$ cat config.mk
export PLATFORM = sky130hd
export DESIGN_NAME = sink_top
export DESIGN_NICKNAME = d
export VERILOG_FILES = /design/src/sink_pkg.sv /design/src/sink_addr_fifo.sv /design/src/sink_addrgen.sv /design/src/sink_streamer.sv /design/src/sink_top.sv
export SDC_FILE = /design/constraint.sdc
export NUM_CORES = 1
export LEC_CHECK = 0
export ABC_AREA = 1
export ABC_CLOCK_PERIOD_IN_PS = 4230
export BUFFER_PORTS_ARGS = -buffer_cell sky130_fd_sc_hd__buf_2
export CAP_MARGIN = 20
export CELL_PAD_IN_SITES_DETAIL_PLACEMENT = 1
export CELL_PAD_IN_SITES_GLOBAL_PLACEMENT = 1
export CORE_UTILIZATION = 40
export DETAILED_ROUTE_END_ITERATION = 12
export PLACE_DENSITY_LB_ADDON = 0.1
export REMOVE_ABC_BUFFERS = 1
export SETUP_SLACK_MARGIN = 0.3
export SYNTH_ARGS = -nofsm -noshare
export SYNTH_HDL_FRONTEND = slang
export SYNTH_SLANG_ARGS = --single-unit
export TNS_END_PERCENT = 10
$ cat constraint.sdc
create_clock -name clk_i -period 4.23 [get_ports clk_i]
set_input_delay 1.0575 -clock clk_i [delete_from_list [all_inputs] [get_ports clk_i]]
set_output_delay 1.0575 -clock clk_i [all_outputs]
set_load 0.02 [all_outputs]
$ cat src/sink_pkg.sv
// ##################################################
// sink package
// shared types of the store streamer: address,
// generator config, control and flag structs, FSM states
// ##################################################

`default_nettype none

package sink_pkg;

  // byte address on the memory port
  typedef logic [31:0] sink_addr_t;

  // one linear transfer, base + i * stride
  typedef struct packed {
    sink_addr_t  base_addr;  // first byte address
    logic [15:0] tot_len;    // words in the transfer
    logic [15:0] stride;     // bytes between words
  } sink_addrgen_cfg_t;

  // host side control
  typedef struct packed {
    logic              req_start;  // level, taken while ready_start
    sink_addrgen_cfg_t addrgen;
  } sink_ctrl_t;

  // status back to the host
  typedef struct packed {
    logic ready_start;   // idle, a new transfer may start
    logic done;          // one cycle pulse at the end
    logic addrgen_done;  // last address handed to the FIFO
  } sink_flags_t;

  // streamer FSM
  typedef enum logic [1:0] {
    SINK_IDLE    = 2'd0,
    SINK_WORKING = 2'd1,
    SINK_DONE    = 2'd2
  } sink_state_e;

endpackage

`default_nettype wire

$ cat src/sink_addr_fifo.sv
// ##################################################
// sink address FIFO
// two entries between generator and streamer
// ##################################################

`timescale 1ns/100ps
`default_nettype none

module sink_addr_fifo (
  input  logic                 clk_i,
  input  logic                 rst_ni,
  input  logic                 clear_i,
  input  logic                 push_valid_i,
  output logic                 push_ready_o,
  input  sink_pkg::sink_addr_t push_addr_i,
  output logic                 pop_valid_o,
  input  logic                 pop_ready_i,
  output sink_pkg::sink_addr_t pop_addr_o
);

  sink_pkg::sink_addr_t mem_q [2];
  logic                 wr_ptr_q, rd_ptr_q;
  logic [1:0]           cnt_q;  // 0..2 entries
  logic                 push, pop;

  assign push_ready_o = (cnt_q != 2'd2);
  assign pop_valid_o  = (cnt_q != 2'd0);
  assign push = push_valid_i & push_ready_o;
  assign pop  = pop_valid_o & pop_ready_i;

  always_ff @(posedge clk_i or negedge rst_ni) begin
    if (!rst_ni) begin
      wr_ptr_q <= 1'b0;
      rd_ptr_q <= 1'b0;
      cnt_q    <= 2'd0;
    end else if (clear_i) begin
      wr_ptr_q <= 1'b0;
      rd_ptr_q <= 1'b0;
      cnt_q    <= 2'd0;
    end else begin
      if (push) wr_ptr_q <= ~wr_ptr_q;
      if (pop) rd_ptr_q <= ~rd_ptr_q;
      if (push && !pop) cnt_q <= cnt_q + 2'd1;
      else if (pop && !push) cnt_q <= cnt_q - 2'd1;  // both: count unchanged
    end
  end

  // storage
  always_ff @(posedge clk_i) begin
    if (push) mem_q[wr_ptr_q] <= push_addr_i;
  end

  assign pop_addr_o = mem_q[rd_ptr_q];  // oldest entry

endmodule

`default_nettype wire

$ cat src/sink_addrgen.sv
// ##################################################
// sink address generator
// one byte address per word, base + index * stride,
// flags the last address once it is accepted
// ##################################################

`timescale 1ns/100ps
`default_nettype none

module sink_addrgen #(
  parameter int unsigned TRANS_CNT = 16
) (
  input  logic                        clk_i,
  input  logic                        rst_ni,
  input  logic                        clear_i,
  input  logic                        enable_i,
  input  logic                        start_i,
  input  sink_pkg::sink_addrgen_cfg_t cfg_i,
  output logic                        addr_valid_o,
  input  logic                        addr_ready_i,
  output sink_pkg::sink_addr_t        addr_o,
  output logic                        last_o
);

  logic [TRANS_CNT-1:0] idx_q, idx_d;
  logic [TRANS_CNT-1:0] tot_len_q;
  sink_pkg::sink_addr_t addr_q;
  logic [15:0]          stride_q;
  logic                 busy_q;   // transfer loaded, blocks a reload
  logic                 valid_q;
  logic                 last_q;
  logic                 load;
  logic                 advance;

  assign load    = enable_i & start_i & ~busy_q;
  assign advance = enable_i & valid_q & addr_ready_i;  // address taken by the FIFO
  assign idx_d   = idx_q + 1'b1;

  always_ff @(posedge clk_i or negedge rst_ni) begin
    if (!rst_ni) begin
      busy_q  <= 1'b0;
      valid_q <= 1'b0;
      last_q  <= 1'b0;
      idx_q   <= '0;
    end else if (clear_i) begin
      busy_q  <= 1'b0;
      valid_q <= 1'b0;
      last_q  <= 1'b0;
      idx_q   <= '0;
    end else if (load) begin
      busy_q  <= 1'b1;
      idx_q   <= '0;
      valid_q <= (cfg_i.tot_len != '0);
      last_q  <= (cfg_i.tot_len == '0);  // empty transfer ends at once
    end else if (advance) begin
      if (idx_d == tot_len_q) begin
        valid_q <= 1'b0;
        last_q  <= 1'b1;  // held until the streamer clears us
      end else begin
        idx_q <= idx_d;
      end
    end
  end

  // running address and sampled config
  always_ff @(posedge clk_i) begin
    if (load) begin
      addr_q    <= cfg_i.base_addr;
      stride_q  <= cfg_i.stride;
      tot_len_q <= TRANS_CNT'(cfg_i.tot_len);
    end else if (advance) begin
      addr_q <= addr_q + sink_pkg::sink_addr_t'(stride_q);
    end
  end

  assign addr_valid_o = valid_q;
  assign addr_o       = addr_q;
  assign last_o       = last_q;

endmodule

`default_nettype wire

$ cat src/sink_streamer.sv
// ##################################################
// sink streamer core
// pairs stream words with addresses, shifts misaligned
// stores, counts grants and pulses done at the end
// ##################################################

`timescale 1ns/100ps
`default_nettype none

module sink_streamer #(
  parameter int unsigned STREAM_DW  = 32,
  parameter int unsigned MEM_DW     = 64,
  parameter int unsigned MISALIGNED = 1,
  parameter int unsigned TRANS_CNT  = 16
) (
  input  logic                   clk_i,
  input  logic                   rst_ni,
  input  logic                   clear_i,
  input  logic                   enable_i,
  input  sink_pkg::sink_ctrl_t   ctrl_i,
  output sink_pkg::sink_flags_t  flags_o,
  output logic                   addrgen_en_o,
  output logic                   addrgen_clr_o,
  input  logic                   addrgen_last_i,
  input  logic                   addr_valid_i,
  output logic                   addr_ready_o,
  input  sink_pkg::sink_addr_t   addr_i,
  input  logic                   stream_valid_i,
  output logic                   stream_ready_o,
  input  logic [STREAM_DW-1:0]   stream_data_i,
  input  logic [STREAM_DW/8-1:0] stream_strb_i,
  output logic                   mem_req_o,
  input  logic                   mem_gnt_i,
  output sink_pkg::sink_addr_t   mem_addr_o,
  output logic [MEM_DW/8-1:0]    mem_be_o,
  output logic [MEM_DW-1:0]      mem_data_o
);

  sink_pkg::sink_state_e cs, ns;
  logic                  active;  // stores allowed this cycle
  logic                  fire;    // granted store
  logic                  gen_en, gen_clr, cnt_clr;
  logic [TRANS_CNT-1:0]  cnt_q, cnt_d, tot_len;
  logic                  done_q;

  assign active = (cs != sink_pkg::SINK_IDLE) & enable_i;
  assign tot_len = TRANS_CNT'(ctrl_i.addrgen.tot_len);

  // memory port binding
  assign mem_req_o      = active & stream_valid_i & addr_valid_i;
  assign mem_addr_o     = {addr_i[31:2], 2'b00};  // word aligned
  assign stream_ready_o = active & (~stream_valid_i | (mem_gnt_i & addr_valid_i));
  assign addr_ready_o   = stream_valid_i & stream_ready_o;  // one address per word
  assign fire           = mem_req_o & mem_gnt_i;

  if (MISALIGNED == 1) begin : g_misaligned
    logic [1:0] offset;
    assign offset     = addr_i[1:0];
    // word lands at its byte offset, upper lanes stay disabled
    assign mem_data_o = MEM_DW'(stream_data_i) << {offset, 3'b000};
    assign mem_be_o   = (MEM_DW/8)'(stream_strb_i) << offset;
  end else begin : g_aligned
    assign mem_data_o = stream_data_i;
    assign mem_be_o   = stream_strb_i;
  end

  always_ff @(posedge clk_i or negedge rst_ni) begin
    if (!rst_ni) cs <= sink_pkg::SINK_IDLE;
    else if (clear_i) cs <= sink_pkg::SINK_IDLE;
    else if (enable_i) cs <= ns;
  end

  always_comb begin
    ns      = cs;
    gen_en  = 1'b0;
    gen_clr = 1'b0;
    cnt_clr = 1'b0;
    case (cs)
      sink_pkg::SINK_IDLE: begin
        if (ctrl_i.req_start) begin
          ns     = sink_pkg::SINK_WORKING;
          gen_en = 1'b1;  // generator samples the config now
        end
      end
      sink_pkg::SINK_WORKING: begin
        gen_en = 1'b1;
        if (addrgen_last_i) ns = sink_pkg::SINK_DONE;
      end
      sink_pkg::SINK_DONE: begin
        gen_en = 1'b1;
        if (cnt_q == tot_len) begin  // every store granted
          ns      = sink_pkg::SINK_IDLE;
          gen_en  = 1'b0;
          gen_clr = 1'b1;
          cnt_clr = 1'b1;
        end
      end
      default: ns = sink_pkg::SINK_IDLE;
    endcase
  end

  assign addrgen_en_o  = gen_en & enable_i;
  assign addrgen_clr_o = gen_clr | clear_i;

  // granted store counter
  assign cnt_d = cnt_q + 1'b1;
  always_ff @(posedge clk_i or negedge rst_ni) begin
    if (!rst_ni) cnt_q <= '0;
    else if (clear_i || (enable_i && cnt_clr)) cnt_q <= '0;
    else if (fire) cnt_q <= cnt_d;
  end

  // done in the cycle after the last grant
  always_ff @(posedge clk_i or negedge rst_ni) begin
    if (!rst_ni) done_q <= 1'b0;
    else if (clear_i) done_q <= 1'b0;
    else done_q <= fire & (cnt_d == tot_len);
  end

  assign flags_o.ready_start  = (cs == sink_pkg::SINK_IDLE);
  assign flags_o.done         = done_q;
  assign flags_o.addrgen_done = addrgen_last_i;

endmodule

`default_nettype wire

$ cat src/sink_top.sv
// ##################################################
// sink top level
// address generator, address FIFO and streamer core
// on one stream input and one write-only memory port
// ##################################################

`timescale 1ns/100ps
`default_nettype none

module sink_top #(
  parameter int unsigned STREAM_DW  = 32,
  parameter int unsigned MISALIGNED = 1,
  parameter int unsigned TRANS_CNT  = 16,
  // 32 extra bits carry a shifted word
  localparam int unsigned MEM_DW    = (MISALIGNED == 1) ? STREAM_DW + 32 : STREAM_DW
) (
  input  logic                   clk_i,
  input  logic                   rst_ni,
  input  logic                   clear_i,
  input  logic                   enable_i,
  input  sink_pkg::sink_ctrl_t   ctrl_i,
  output sink_pkg::sink_flags_t  flags_o,
  input  logic                   stream_valid_i,
  output logic                   stream_ready_o,
  input  logic [STREAM_DW-1:0]   stream_data_i,
  input  logic [STREAM_DW/8-1:0] stream_strb_i,
  output logic                   mem_req_o,
  input  logic                   mem_gnt_i,
  output sink_pkg::sink_addr_t   mem_addr_o,
  output logic [MEM_DW/8-1:0]    mem_be_o,
  output logic [MEM_DW-1:0]      mem_data_o
);

  logic                 gen_valid, gen_ready;
  sink_pkg::sink_addr_t gen_addr;
  logic                 pop_valid, pop_ready;
  sink_pkg::sink_addr_t pop_addr;
  logic                 addrgen_en, addrgen_clr, addrgen_last;

  sink_addrgen #(
    .TRANS_CNT ( TRANS_CNT )
  ) i_addrgen (
    .clk_i        ( clk_i           ),
    .rst_ni       ( rst_ni          ),
    .clear_i      ( addrgen_clr     ),
    .enable_i     ( addrgen_en      ),
    .start_i      ( ctrl_i.req_start ),
    .cfg_i        ( ctrl_i.addrgen  ),
    .addr_valid_o ( gen_valid       ),
    .addr_ready_i ( gen_ready       ),
    .addr_o       ( gen_addr        ),
    .last_o       ( addrgen_last    )
  );

  sink_addr_fifo i_addr_fifo (
    .clk_i        ( clk_i     ),
    .rst_ni       ( rst_ni    ),
    .clear_i      ( clear_i   ),
    .push_valid_i ( gen_valid ),
    .push_ready_o ( gen_ready ),
    .push_addr_i  ( gen_addr  ),
    .pop_valid_o  ( pop_valid ),
    .pop_ready_i  ( pop_ready ),
    .pop_addr_o   ( pop_addr  )
  );

  sink_streamer #(
    .STREAM_DW  ( STREAM_DW  ),
    .MEM_DW     ( MEM_DW     ),
    .MISALIGNED ( MISALIGNED ),
    .TRANS_CNT  ( TRANS_CNT  )
  ) i_streamer (
    .clk_i          ( clk_i          ),
    .rst_ni         ( rst_ni         ),
    .clear_i        ( clear_i        ),
    .enable_i       ( enable_i       ),
    .ctrl_i         ( ctrl_i         ),
    .flags_o        ( flags_o        ),
    .addrgen_en_o   ( addrgen_en     ),
    .addrgen_clr_o  ( addrgen_clr    ),
    .addrgen_last_i ( addrgen_last   ),
    .addr_valid_i   ( pop_valid      ),
    .addr_ready_o   ( pop_ready      ),
    .addr_i         ( pop_addr       ),
    .stream_valid_i ( stream_valid_i ),
    .stream_ready_o ( stream_ready_o ),
    .stream_data_i  ( stream_data_i  ),
    .stream_strb_i  ( stream_strb_i  ),
    .mem_req_o      ( mem_req_o      ),
    .mem_gnt_i      ( mem_gnt_i      ),
    .mem_addr_o     ( mem_addr_o     ),
    .mem_be_o       ( mem_be_o       ),
    .mem_data_o     ( mem_data_o     )
  );

endmodule

`default_nettype wire

==> reports/metrics.cfg <==
[synth]
yosysWarnings=0
yosys.area.top_type=edfxtp_1
async_flop_share_pct=24.7
synth_flop_cell=edfxtp_1
ys_top_cells_by_area=edfxtp_1 38%, nand2_1 14%, dfrtp_1 10%, nand3_1 4.6%, inv_1 4.4%
synthCells=1246
synth-seq-cells=170
synth_cell_type_count=46
yosysTopAreaCellShare_pct=37.7
avgSynthCellArea_um2=8.18
syn_area_um2=10200
synth-edff-count=128
ys_seq_area_share_pct=48.0
synth.most_common_cell=nand2_1
synthTopCellsByCount=368 x nand2_1, 128 x edfxtp_1, 120 x inv_1

[cells_and_area]
drive_above_1_share_pct=20.3
layout.area.seq_um2=4890
layout.nets=1572
area_delta_synth_final_pct=20.2
final_cell_area_um2=12200
multi_input_area_um2=4640
utilization_pct=48.8
nFillCells=3138

[worst_setup_path]
crit_fanout=23
slowest_stage=dfrtp_1
startpoint_type=register
crit_chain=inv_1 -> or2_2 -> nand2_2 -> clkinvlp_4 -> buf_4 -> nand3_1 -> o21ai_0 -> buf_2
max_stage_delay_ns=0.54
crit_required_ns=3.17
worstSetupPathType=reg -> out
cp-end-kind=output pin
arrival_ns=2.64

[route]
drt_wl_total_um=29900
via_per_inst=5.09
wl_per_cell_um=16.7
drt_iter0_drc=486
first_pass_iters=5
ant_nets=0
vias=9129
drc=0

[placement]
dpl.hpwl_um=22500
placed_cell_area_um2=11500
portBuffers=204
gp_congestion=0.855

[hold_path]
hp-class=reg -> reg

[floorplanning]
io_pins=216
die-area_um2=26100
design.core.area_um2=25100
num_rows=58
die_x_um=162
die_y_um=162
start_util_pct=40.6

[sta]
layout_worst_path_cycle_share_pct=87.3
period_minus_slack_ns=3.69
fin_tns_setup_ns=0
max_slew_margin_pct=53.1
skew_ns=0.0167
tightest_slew_ns=0.700
hold_viol_final=0
setup_violations=0
grt_setup_unrepaired=no
drv_slew=0
max_freq_mhz=271

[power]
power-per-cell-area_nw_per_um2=449
peakVddDrop_mv=0.243
power.leakage_nw=5.52

[clock_tree]
cts_tree=yes
clk_path_buf_depth=2
clock-root-buffer=clkbuf_16
clk_pin_slew_ns=0.07
hold_buffers=0
clock_sinks=170
cts_buffers=17
htreeDepth=4
clk_latency_ns=0.43

[status]
status=complete, no violations

[global_routing]
grt_pass1_wl_um=48000
antenna_found_initial=2
grt_pass1_vias=9352
grt_overflow_total=0
grt_max_degree=51
grt_usage_pct=23.4

[run]
cap_violations=0

## report_power, final
part | internal, mW | switching [mW]
Sequential | 2.09 | 0.130
Combinational | 0.544 | 1.14
Clock | 0.847 | 0.758
Total | 3.48 | 2.02
## cell families after synthesis
family | Yosys count | share of synthesized area (%)
AOI/OAI and AO/OA | 143 | 7.44
xor gates and xnor gates | 40 | 3.44
adders and majority gates | 19 | 2.41
buffers and inverters | 174 | 7.18
DFF | 170 | 48.0
muxes | 25 | 2.46
other | 1 | 0.0368
and+or+nand+nor | 674 | 29.0
## layer usage
metal  track usage, %  part of all wire (%)  vias to the layer above
met3             3.54                   3.8                       34
met4             5.83                   1.6                        0
met1             28.5                    43                     4380
met5                0                     0                        -
met2             42.8                    51                      196
li1                 -                     -                     4519
## flip-flops by register name, summed over array words and instances, names as in the netlist
name,cells
i_addrgen.tot_len_q,16
i_streamer.cs,2
i_streamer.done_q,1
i_addrgen.addr_valid_o,1
i_addrgen.addr_o,32
i_addrgen.last_o,1
i_addrgen.busy_q,1
i_addrgen.idx_q,16
i_addr_fifo.cnt_q,2
i_addrgen.stride_q,16
i_addr_fifo.wr_ptr_q,1
i_addr_fifo.rd_ptr_q,1
i_addr_fifo.mem_q,64
i_streamer.cnt_q,16
## area by class of cell
| cell class | instances | share of cell area, % |
|---|---|---|
| well taps | 330 | 3.37 |
| multi-input cells | 912 | 37.8 |
| inverters | 125 | 3.87 |
| flip-flops and latches | 170 | 40.0 |
| repair buffers | 220 | 9.95 |
| diodes | 3 | 0.0613 |
| clock inverters | 15 | 1.46 |
| clock buffers | 17 | 3.47 |
## layout by cell type, fill, tap and decap left out, types with 3 or more instances in the layout
cell	count
xnor2_1	16
nor3_1	26
nor4_1	3
nand3_1	93
inv_8	4
clkinv_8	3
conb_1	11
xor2_1	24
o22ai_1	4
or2_2	4
a21oi_1	39
ha_1	18
buf_2	204
nor2_1	113
diode_2	3
nor2_4	7
nand3b_1	8
dfrtp_1	42
inv_1	119
edfxtp_1	128
nand2_2	5
o21ai_0	76
buf_12	3
o21ai_1	9
inv_2	4
nand3_2	9
clkinv_4	3
nand4_1	25
buf_4	11
nor2_2	8
mux2i_1	25
nand2_1	367
o21bai_1	3
clkbuf_16	17
## worst paths after layout
kind                            depth (start not counted)                 start                  endpoint  slack [ns]
worst max-delay path                                    8  i_addr_fifo.rd_ptr_q            mem_data_o[35]        0.54
worst min-delay path                                    0  i_addrgen.addr_o[29]  i_addr_fifo.mem_q[0][29]        0.49
worst max register to register                         11   i_addrgen.addr_o[2]      i_addrgen.addr_o[25]        1.41
worst min register to register                          0  i_addrgen.addr_o[29]  i_addr_fifo.mem_q[0][29]        0.49
max in group asynchronous                               2                rst_ni       i_streamer.cnt_q[5]        3.25
min in group asynchronous                               1                rst_ni        i_addrgen.idx_q[4]        0.50
## worst max-delay path: cells and delay by family (launching register included)
family	cells	cell delay [ns]
buf+inv	4	0.81
simple gates	3	0.74
compound gates	1	0.10
flops	1	0.54
## repair_timing
action                     4_1_cts  5_1_grt
resized for setup                0        1
setup buffers                    0        2
hold endpoints to repair         0        0
setup endpoints to repair        0        4
## stage by stage
step | setup WS [ns] | instances | power [mW] | hold slack [ns]
floorplan | -0.916 | 1207 | 3.31 | 0.445
global placement | 0.983 | 1752 | 3.88 | 0.454
detailed placement | 0.906 | 1752 | 3.93 | 0.479
CTS | 0.449 | 1784 | 5.54 | 0.493
global route | 0.296 | 1791 | 5.80 | 0.495
finish | 0.537 | 1792 | 5.50 | 0.491
Note: power is estimated with default switching activity, not from simulation.
